### src/include/core_params.svh
`ifndef CORE_PARAMS_SVH
`define CORE_PARAMS_SVH

// Datapath widths
`define INSTRUCTION_WIDTH 32
`define XLEN 32

// Fetch starts here after reset
`define RESET_PC 32'h0

// Halfwords held by the align buffer
`define ALIGN_SLOTS 4

`endif

### src/logic/common.sv
`include "core_params.svh"

package common;

    typedef logic [`INSTRUCTION_WIDTH-1:0] insn_word_t;

    // Major opcodes of the supported subset
    typedef enum logic [6:0] {
        OPC_LOAD  = 7'b0000011,
        OPC_STORE = 7'b0100011,
        OPC_IMM   = 7'b0010011,
        OPC_OP    = 7'b0110011,
        OPC_LUI   = 7'b0110111
    } opcode_t;

    typedef struct packed {
        logic [6:0] funct7;
        logic [4:0] rs2;
        logic [4:0] rs1;
        logic [2:0] funct3;
        logic [4:0] rd;
        logic [6:0] opcode;
    } r_fmt_t;

    typedef struct packed {
        logic [11:0] imm;
        logic [4:0]  rs1;
        logic [2:0]  funct3;
        logic [4:0]  rd;
        logic [6:0]  opcode;
    } i_fmt_t;

    typedef struct packed {
        logic [6:0] imm_hi;
        logic [4:0] rs2;
        logic [4:0] rs1;
        logic [2:0] funct3;
        logic [4:0] imm_lo;
        logic [6:0] opcode;
    } s_fmt_t;

    typedef struct packed {
        logic [19:0] imm;
        logic [4:0]  rd;
        logic [6:0]  opcode;
    } u_fmt_t;

    typedef union packed {
        insn_word_t word;
        r_fmt_t     r;
        i_fmt_t     i;
        s_fmt_t     s;
        u_fmt_t     u;
    } insn_formats_t;

    typedef struct packed {
        insn_word_t         window;   // Two oldest halfwords
        logic [`XLEN-1:0]   pc;
        logic [2:0]         count;    // Halfwords held
    } fetch_window_t;

    typedef struct packed {
        logic [`XLEN-1:0] pc;
        insn_word_t       instruction;
        logic             is_compressed;
        logic [6:0]       opcode;
        logic [4:0]       rd;
        logic [4:0]       rs1;
        logic [4:0]       rs2;
        logic [2:0]       funct3;
        logic [6:0]       funct7;
        logic [31:0]      imm;
    } decoded_t;

endpackage

### src/logic/compressed.sv
`timescale 1ns/100ps

module compressed import common::*; (
    input  insn_word_t mem_instruction,
    output logic       is_compressed,
    output insn_word_t instruction
);

logic [15:0] c;
logic [4:0]  rs1_p;    // rs1'/rd' field
logic [4:0]  rs2_p;    // rs2'/rd' field
logic [11:0] imm6_s;   // Sign extended 6-bit immediate
logic [11:0] shamt;
logic [11:0] mem_off;  // Word offset for C.LW and C.SW

assign c = mem_instruction[15:0];
assign rs1_p = {2'b01, c[9:7]};
assign rs2_p = {2'b01, c[4:2]};
assign imm6_s = {{6{c[12]}}, c[12], c[6:2]};
assign shamt = {6'b000000, c[12], c[6:2]};
assign mem_off = {5'b00000, c[5], c[12:10], c[6], 2'b00};

always_comb
begin
    is_compressed = 1'b1;
    instruction = {16'h0000, c};  // Unsupported forms stay zero-extended
    case (c[1:0])
        2'b00:
        begin
            if (c[15:13] == 3'b010)  // C.LW
                instruction = {mem_off, rs1_p, 3'b010, rs2_p, OPC_LOAD};
            else if (c[15:13] == 3'b110)  // C.SW
                instruction = {mem_off[11:5], rs2_p, rs1_p, 3'b010, mem_off[4:0], OPC_STORE};
        end
        2'b01:
        begin
            case (c[15:13])
                3'b000:  // C.ADDI
                    instruction = {imm6_s, c[11:7], 3'b000, c[11:7], OPC_IMM};
                3'b010:  // C.LI
                    instruction = {imm6_s, 5'b00000, 3'b000, c[11:7], OPC_IMM};
                3'b011:
                begin
                    // rd of x2 is C.ADDI16SP
                    if (c[11:7] != 5'd2)  // C.LUI
                        instruction = {{14{c[12]}}, c[12], c[6:2], c[11:7], OPC_LUI};
                end
                3'b100:
                begin
                    case (c[11:10])
                        2'b00:  // C.SRLI
                            instruction = {shamt, rs1_p, 3'b101, rs1_p, OPC_IMM};
                        2'b01:  // C.SRAI
                            instruction = {shamt | 12'h400, rs1_p, 3'b101, rs1_p, OPC_IMM};
                        2'b10:  // C.ANDI
                            instruction = {imm6_s, rs1_p, 3'b111, rs1_p, OPC_IMM};
                        default:
                        begin
                            if (!c[12])
                            begin
                                case (c[6:5])
                                    2'b00:  // C.SUB
                                        instruction = {7'b0100000, rs2_p, rs1_p, 3'b000, rs1_p,
                                                       OPC_OP};
                                    2'b01:  // C.XOR
                                        instruction = {7'b0, rs2_p, rs1_p, 3'b100, rs1_p, OPC_OP};
                                    2'b10:  // C.OR
                                        instruction = {7'b0, rs2_p, rs1_p, 3'b110, rs1_p, OPC_OP};
                                    default:  // C.AND
                                        instruction = {7'b0, rs2_p, rs1_p, 3'b111, rs1_p, OPC_OP};
                                endcase
                            end
                        end
                    endcase
                end
                default:
                begin
                end
            endcase
        end
        2'b10:
        begin
            if (c[15:13] == 3'b000)  // C.SLLI
                instruction = {shamt, c[11:7], 3'b001, c[11:7], OPC_IMM};
            else if (c[15:13] == 3'b100 && c[6:2] != 5'd0)
            begin
                if (c[12])  // C.ADD
                    instruction = {7'b0, c[6:2], c[11:7], 3'b000, c[11:7], OPC_OP};
                else  // C.MV
                    instruction = {7'b0, c[6:2], 5'b00000, 3'b000, c[11:7], OPC_OP};
            end
        end
        default:
        begin
            is_compressed = 1'b0;
            instruction = mem_instruction;
        end
    endcase
end

endmodule

### src/logic/fetch_align.sv
`timescale 1ns/100ps
`include "core_params.svh"

module fetch_align import common::*; (
    input  logic       clk,
    input  logic       rst,
    input  logic       push,
    input  logic       flush,
    input  logic       drop_low,
    input  logic [1:0] consume_len,
    input  insn_word_t mem_rdata,
    output insn_word_t window,
    output logic [2:0] count
);

logic [15:0] slots      [`ALIGN_SLOTS];  // Slot 0 is the oldest
logic [15:0] next_slots [`ALIGN_SLOTS];
logic [2:0]  kept;
logic [2:0]  next_count;

always_comb
begin
    kept = count - {1'b0, consume_len};
    for (int i = 0; i < `ALIGN_SLOTS; i++)
    begin
        if (i + int'(consume_len) < `ALIGN_SLOTS)
            next_slots[i] = slots[i + int'(consume_len)];
        else
            next_slots[i] = slots[i];
        // New word lands right behind what is kept
        if (push && i == int'(kept))
            next_slots[i] = drop_low ? mem_rdata[31:16] : mem_rdata[15:0];
        if (push && !drop_low && i == int'(kept) + 1)
            next_slots[i] = mem_rdata[31:16];
    end
    next_count = kept + (!push ? 3'd0 : (drop_low ? 3'd1 : 3'd2));
end

always_ff @(posedge clk)
begin
    slots <= next_slots;
end

always_ff @(posedge clk)
begin
    if (rst || flush)
        count <= 3'd0;
    else
        count <= next_count;
end

assign window = {slots[1], slots[0]};

// Request throttling in the control keeps this bound
count_bounded: assert property (@(posedge clk) disable iff (rst)
    count <= 3'(`ALIGN_SLOTS));

endmodule

### src/logic/fetch_control.sv
`timescale 1ns/100ps
`include "core_params.svh"

module fetch_control (
    input  logic             clk,
    input  logic             rst,
    input  logic             stall,
    input  logic             redirect,
    input  logic [`XLEN-1:0] redirect_pc,
    input  logic [2:0]       count,
    input  logic [1:0]       head_len,
    output logic             mem_req,
    output logic [`XLEN-1:0] mem_addr,
    output logic             push,
    output logic             flush,
    output logic             drop_low,
    output logic [1:0]       consume_len,
    output logic             issue,
    output logic [`XLEN-1:0] issue_pc
);

localparam logic [`XLEN-1:0] RESET_PC_W = `RESET_PC;

logic [`XLEN-1:0] fetch_pc;
logic             in_flight;
logic             flight_epoch;  // Epoch of the request now answering
logic             epoch;
logic             drop_pending;
logic             head_compressed;
logic             complete;
logic [1:0]       push_len;
logic [3:0]       occupancy;     // Buffer fill at the end of this cycle

assign head_compressed = head_len != 2'b11;
assign complete = (count != 3'd0 && head_compressed) || count >= 3'd2;
assign issue = complete && !stall && !redirect;
assign consume_len = !issue ? 2'd0 : (head_compressed ? 2'd1 : 2'd2);

// Stale responses die on the epoch compare
assign push = in_flight && flight_epoch == epoch && !redirect;
assign drop_low = push && drop_pending;
assign flush = redirect;
assign push_len = !push ? 2'd0 : (drop_low ? 2'd1 : 2'd2);

assign occupancy = {1'b0, count} - {2'b00, consume_len} + {2'b00, push_len};
assign mem_req = !rst && (occupancy + 4'd2 <= 4'(`ALIGN_SLOTS));
assign mem_addr = fetch_pc;

always_ff @(posedge clk)
begin
    if (rst)
    begin
        fetch_pc     <= {RESET_PC_W[`XLEN-1:2], 2'b00};
        issue_pc     <= RESET_PC_W;
        in_flight    <= 1'b0;
        flight_epoch <= 1'b0;
        epoch        <= 1'b0;
        drop_pending <= RESET_PC_W[1];
    end
    else
    begin
        in_flight    <= mem_req;
        flight_epoch <= epoch;
        if (redirect)
        begin
            epoch        <= ~epoch;
            fetch_pc     <= {redirect_pc[`XLEN-1:2], 2'b00};
            issue_pc     <= redirect_pc;
            drop_pending <= redirect_pc[1];  // Target in upper half of word
        end
        else
        begin
            if (mem_req)
                fetch_pc <= fetch_pc + `XLEN'd4;
            if (issue)
                issue_pc <= issue_pc + (head_compressed ? `XLEN'd2 : `XLEN'd4);
            if (push)
                drop_pending <= 1'b0;
        end
    end
end

// Downstream must hand over halfword aligned targets
redirect_aligned: assert property (@(posedge clk) disable iff (rst)
    redirect |-> !redirect_pc[0]);

endmodule

### src/logic/fetch_unit.sv
`timescale 1ns/100ps
`include "core_params.svh"

module fetch_unit import common::*; (
    input  logic             clk,
    input  logic             rst,
    input  logic             stall,
    input  logic             redirect,
    input  logic [`XLEN-1:0] redirect_pc,
    input  insn_word_t       mem_rdata,
    output logic             mem_req,
    output logic [`XLEN-1:0] mem_addr,
    output logic             out_valid,
    output decoded_t         out
);

logic             push;
logic             flush;
logic             drop_low;
logic             issue;
logic [1:0]       consume_len;
logic [`XLEN-1:0] issue_pc;
insn_word_t       align_window;
logic [2:0]       align_count;
fetch_window_t    head;         // Buffer head tagged with its pc
insn_word_t       expanded;
logic             is_compressed;

assign head = '{window: align_window, pc: issue_pc, count: align_count};

fetch_control u_control (
    .clk         (clk),
    .rst         (rst),
    .stall       (stall),
    .redirect    (redirect),
    .redirect_pc (redirect_pc),
    .count       (head.count),
    .head_len    (head.window[1:0]),
    .mem_req     (mem_req),
    .mem_addr    (mem_addr),
    .push        (push),
    .flush       (flush),
    .drop_low    (drop_low),
    .consume_len (consume_len),
    .issue       (issue),
    .issue_pc    (issue_pc)
);

fetch_align u_align (
    .clk         (clk),
    .rst         (rst),
    .push        (push),
    .flush       (flush),
    .drop_low    (drop_low),
    .consume_len (consume_len),
    .mem_rdata   (mem_rdata),
    .window      (align_window),
    .count       (align_count)
);

compressed u_expand (
    .mem_instruction (head.window),
    .is_compressed   (is_compressed),
    .instruction     (expanded)
);

instruction_decode u_decode (
    .clk           (clk),
    .rst           (rst),
    .issue         (issue),
    .stall         (stall),
    .pc            (head.pc),
    .is_compressed (is_compressed),
    .instruction   (expanded),
    .out_valid     (out_valid),
    .out           (out)
);

endmodule

### src/logic/instruction_decode.sv
`timescale 1ns/100ps
`include "core_params.svh"

module instruction_decode import common::*; (
    input  logic             clk,
    input  logic             rst,
    input  logic             issue,
    input  logic             stall,
    input  logic [`XLEN-1:0] pc,
    input  logic             is_compressed,
    input  insn_word_t       instruction,
    output logic             out_valid,
    output decoded_t         out
);

insn_formats_t fmt;
decoded_t      next;

assign fmt = instruction;

always_comb
begin
    next.pc = pc;
    next.instruction = instruction;
    next.is_compressed = is_compressed;
    next.opcode = fmt.r.opcode;
    next.rd = fmt.r.rd;
    next.rs1 = fmt.r.rs1;
    next.rs2 = fmt.r.rs2;
    next.funct3 = fmt.r.funct3;
    next.funct7 = fmt.r.funct7;
    case (fmt.r.opcode)
        OPC_LOAD, OPC_IMM:  // Shift amounts sit in the I immediate too
            next.imm = {{20{fmt.i.imm[11]}}, fmt.i.imm};
        OPC_STORE:
            next.imm = {{20{fmt.s.imm_hi[6]}}, fmt.s.imm_hi, fmt.s.imm_lo};
        OPC_LUI:
            next.imm = {fmt.u.imm, 12'h000};
        default:
            next.imm = 32'h0;
    endcase
end

always_ff @(posedge clk)
begin
    if (rst)
        out_valid <= 1'b0;
    else if (issue)
        out_valid <= 1'b1;
    else if (!stall)
        out_valid <= 1'b0;  // Held while downstream stalls
end

always_ff @(posedge clk)
begin
    if (issue)
        out <= next;
end

valid_known: assert property (@(posedge clk) disable iff (rst)
    !$isunknown(out_valid));

endmodule

### config.mk
export PLATFORM = sky130hd
export DESIGN_NAME = fetch_unit
export DESIGN_NICKNAME = d
export VERILOG_FILES = /design/src/logic/common.sv /design/src/logic/compressed.sv /design/src/logic/fetch_align.sv /design/src/logic/fetch_control.sv /design/src/logic/fetch_unit.sv /design/src/logic/instruction_decode.sv
export VERILOG_INCLUDE_DIRS = /design/src /design/src/include
export SDC_FILE = /design/constraint.sdc
export NUM_CORES = 1
export LEC_CHECK = 0
export BUFFER_PORTS_ARGS = -buffer_cell sky130_fd_sc_hd__buf_2
export CAP_MARGIN = 20
export CORE_MARGIN = 4
export CORE_UTILIZATION = 38
export DETAILED_ROUTE_END_ITERATION = 12
export GPL_TIMING_DRIVEN = 0
export SYNTH_ARGS = -nofsm -noshare
export SYNTH_HDL_FRONTEND = slang
export SYNTH_SLANG_ARGS = --single-unit
### constraint.sdc
create_clock -name clk -period 8.4 [get_ports clk]
set_input_delay 2.52 -clock clk [delete_from_list [all_inputs] [get_ports clk]]
set_output_delay 2.52 -clock clk [all_outputs]
set_load 0.05 [all_outputs]
==> out/summary.txt <==
Status -> finished clean
Overflow after GRT -> 0
Number of DRC violations after detailed-routing iteration 0 -> 1052
Number of cells traversed by the worst hold path -> 0
Highest ir drop seen on vdd -> 0.176 mV
Total routing usage reported by global routing -> 24.6%
Global-route wire length before repair -> 69900 µm
Hold Fails Final Rpt -> 0
Clock-pin transition on the worst setup and hold timing paths -> 0.07 ns
Final design instance area without fill -> 15600 µm²
Die height -> 193 µm
Via density -> 5.62
Root Buffer -> clkbuf_16
Total of warnings raised by yosys -> 0
Die Wd -> 193 µm
CTS hold repair buffers -> 0
Number of buffers created by CTS -> 25
CTS tree -> yes
Total placed instance area -> 14700 µm²
Worst Max-Slew Pin Slew -> 1.11 ns
Post-Route WL -> 47200 µm
Finish-stage setup viols -> 0
Number of global-route vias before repair -> 11200
Antenna viol nets, final -> 0
GRT busiest layer -> met2
Standard-cell rows -> 67
# Max-Cap Violations -> 0
WP data required -> 5.88 ns
Fill count -> 3326
Combinational family with the most area after synthesis -> compound AO/OA/AOI/OAI gates
Main synth FF type -> edfxtp_1
Total standard cell area after synthesis -> 12900 µm²
Total die area -> 37100 µm²
Detailed-router iteration count before antenna repair -> 8
Synthesized-area fraction occupied by adder cells -> 1.64%
Mean instance size in the synthesized netlist -> 9.23 µm²
Final-stage net count -> 1754
Length in cells of the worst reg-to-reg path -> 18
Tightest Hold Check Type -> reg -> reg
Startpoint of the tightest hold check path -> u_control.issue_pc[0]$_SDFFE_PP0P_
Detailed Place HPWL -> 35400 µm
Compound-Gate Fraction of Synth Area -> 19.3%
Grt met3 use -> 4.00%
Worst-path maximum fanout -> 10
Critical R2R Capture -> u_align.window[13]$_DFF_P_
Sequential area share after synthesis -> 46.9%
Layout Cells excl Fill -> 2141
Fraction of synthesis flops using an asynchronous set or reset pin -> 0%
Min cycle time layout -> 8.24 ns
Power per cell area -> 293 nW/µm²
Count of H-tree levels built during CTS -> 1
Area growth syn-to-layout -> 20.5%
Core area -> 33500 µm²
Pin count of the biggest net entering global routing -> 70
Worst hold endpoint -> u_decode.out[97]$_DFFE_PN_
Xor and xnor area share after synthesis -> 4.33%
Placed cell count -> 2094
Dpl ws -> -0.814 ns
Startpoint of the lowest-slack register-to-register path -> u_align.window[1]$_DFF_P_
Worst-Skew Late Latency -> 0.54 ns
F_max -> 0.121 GHz
Post-synth cell types -> 82
RSZ-0062 raised after global routing -> no
Synthesized instance count -> 1402
Top Ports -> 231
Avg WL per Cell -> 22.0 µm
Share of post-route cells with drive strength above 1 -> 20.5%
Register-to-register setup slack -> 2.08 ns
Drt drc -> 0
Global placement routability congestion -> 0.962
Global Route met2 Usage -> 37.6%
Type of destination of the critical path -> primary output
CP startpoint kind -> input pin
Antenna violations before repair -> 4
Number of enable flip-flop cells after synthesis -> 145
Path type of the worst setup path -> in -> out
Initial Util -> 38.6%
I/O Buffers -> 227
Final worst setup slack -> 0.165 ns
Portion of netlist area occupied by mux cells -> 4.02%
Arrival time of data at the critical path endpoint -> 5.72 ns
Seq cells post-synth -> 231
Final-report max-slew violation count -> 0
LEAKAGE -> 6.09 nW
Routed vias -> 12000
Max-slew headroom -> 25.4%
Clock skew -> 0.0219 ns
Final clock period utilization by the worst path -> 98.0%
Simple-gate portion of the synthesized area -> 17.0%
Buffer depth of the longest clock path -> 3
Met1 Resource Use GR -> 35.5%
Total clock sinks -> 231
## flip-flops by register name (all words and copies together), names as in the netlist
signal and cells:
u_control.epoch 1, u_control.mem_addr 30, u_control.flight_epoch 1, u_align.count 3, u_align.window 32, u_decode.out 97, u_align.slots 32, u_control.in_flight 1
u_control.issue_pc 32, u_decode.out_valid 1, u_control.drop_pending 1
## metal layers
metal	vias up	wire, µm
met5	-	0
met4	0	1550
met2	633	20600
met3	98	4260
met1	5706	20800
li1	5590	-
## worst max-delay path: stages
cell and delay, ns:
buf_2 0.14, clkbuf_2 0.23, a211o_4 0.43, clkinvlp_4 0.12, nand2_2 0.12, xnor2_2 0.22, fa_1 0.51, ha_1 0.14
inv_1 0.05, fa_1 0.46, o21ba_2 0.18, nor3_4 0.21, buf_6 0.17, buf_4 0.21
## cells by family after synthesis
group | Yosys count
flip-flops | 231
other | 2
adder cells (fa/ha/maj) | 14
XOR/XNOR | 64
buffers and inverters | 190
AO/OA/AOI/OAI | 391
AND/OR/NAND/NOR | 458
multiplexers | 52
## stage by stage
stage | total power [mW] | hold WS (ns) | util (%) | setup TNS [ns]
floorplan | 2.81 | 0.408 | - | 0
global placement | 3.44 | 0.417 | 43.9 | -105.52
detailed placement | 3.44 | 0.423 | 43.9 | -0.814
CTS | 4.55 | 0.438 | 46.4 | 0
global route | 4.80 | 0.455 | 46.5 | 0
finish | 4.57 | 0.448 | 46.5 | 0
## power breakdown
group | leakage [nW] | switching [mW] | total [mW] | internal, mW
Combinational | 3.58 | 1.25 | 1.85 | 0.596
Clock | 0.401 | 0.461 | 1.10 | 0.636
Sequential | 2.11 | 0.174 | 1.62 | 1.45
## placed cells by master, fill, tap and decap left out, types with 17 or more instances in the layout
master / synthesis / final
a21boi_0: 44 / 44
a21oi_1: 151 / 151
a31oi_1: 34 / 34
and3_1: 17 / 17
buf_2: 7 / 233
buf_4: 36 / 38
clkbuf_1: 80 / 79
clkbuf_16: 0 / 25
conb_1: 2 / 18
dfxtp_1: 86 / 86
edfxtp_1: 145 / 145
inv_1: 52 / 50
mux2i_1: 52 / 52
nand2_1: 121 / 120
nand3_1: 47 / 47
nor2_1: 154 / 153
nor3_1: 26 / 25
o22ai_1: 62 / 62
xnor2_1: 37 / 36
xor2_1: 27 / 27
## synthesized netlist by cell type (4+ instances only)
library cell / n / area, µm²
xnor2_1: 37 / 324
nor2_1: 154 / 578
o22ai_1: 62 / 388
mux2i_1: 52 / 521
o21a_1: 11 / 82.6
nor3_1: 26 / 130
buf_4: 36 / 270
and4_1: 10 / 87.6
a211oi_1: 6 / 45.0
edfxtp_1: 145 / 4350
xor2_1: 27 / 236
and3_1: 17 / 106
nand2b_1: 4 / 25.0
ha_1: 9 / 113
clkbuf_1: 80 / 300
o31ai_1: 6 / 45.0
a311oi_1: 4 / 35.0
o21ai_0: 15 / 75.1
nand4_1: 15 / 93.8
a221oi_1: 6 / 52.6
a21oi_1: 151 / 756
and2_1: 13 / 81.3
nor4_1: 5 / 31.3
nand2_1: 121 / 454
nand3_1: 47 / 235
buf_1: 9 / 33.8
a21boi_0: 44 / 330
nor2b_1: 8 / 50.1
o211ai_1: 5 / 37.5
fa_1: 5 / 100
buf_2: 7 / 35.0
o311ai_0: 4 / 35.0
a31oi_1: 34 / 213
inv_1: 52 / 195
dfxtp_1: 86 / 1720
or3_1: 12 / 75.1
## how the worst max path moves through the flow
stage / cells past startpoint / endpoint / startpoint
finish: 14 / mem_req / redirect
CTS: 14 / mem_req / redirect
detailed placement: 15 / mem_req / redirect
global placement: 13 / u_align.window[24]$_DFFE_PP_ / redirect
floorplan: 12 / u_align.window[16]$_DFFE_PP_ / redirect
global route: 13 / mem_req / stall
## area by class of cell
| class | count | area, µm² | area share (%) |
|---|---|---|---|
| multi-input combinational | 997 | 6090 | 39.0 |
| clock inverter | 14 | 128 | 0.818 |
| sequential | 231 | 6080 | 38.9 |
| tap | 448 | 561 | 3.59 |
| timing repair buffer | 229 | 1170 | 7.52 |
| buffer | 132 | 671 | 4.30 |
| clock buffer | 32 | 682 | 4.37 |
| inverter | 56 | 218 | 1.40 |
| antenna | 2 | 5.00 | 0.0321 |
## repair_timing
action | in CTS | in global routing
resized for setup | 8 | 8
setup buffers | 1 | 0
setup endpoints to repair | 1 | 1
(Power assumes the default switching activity.)
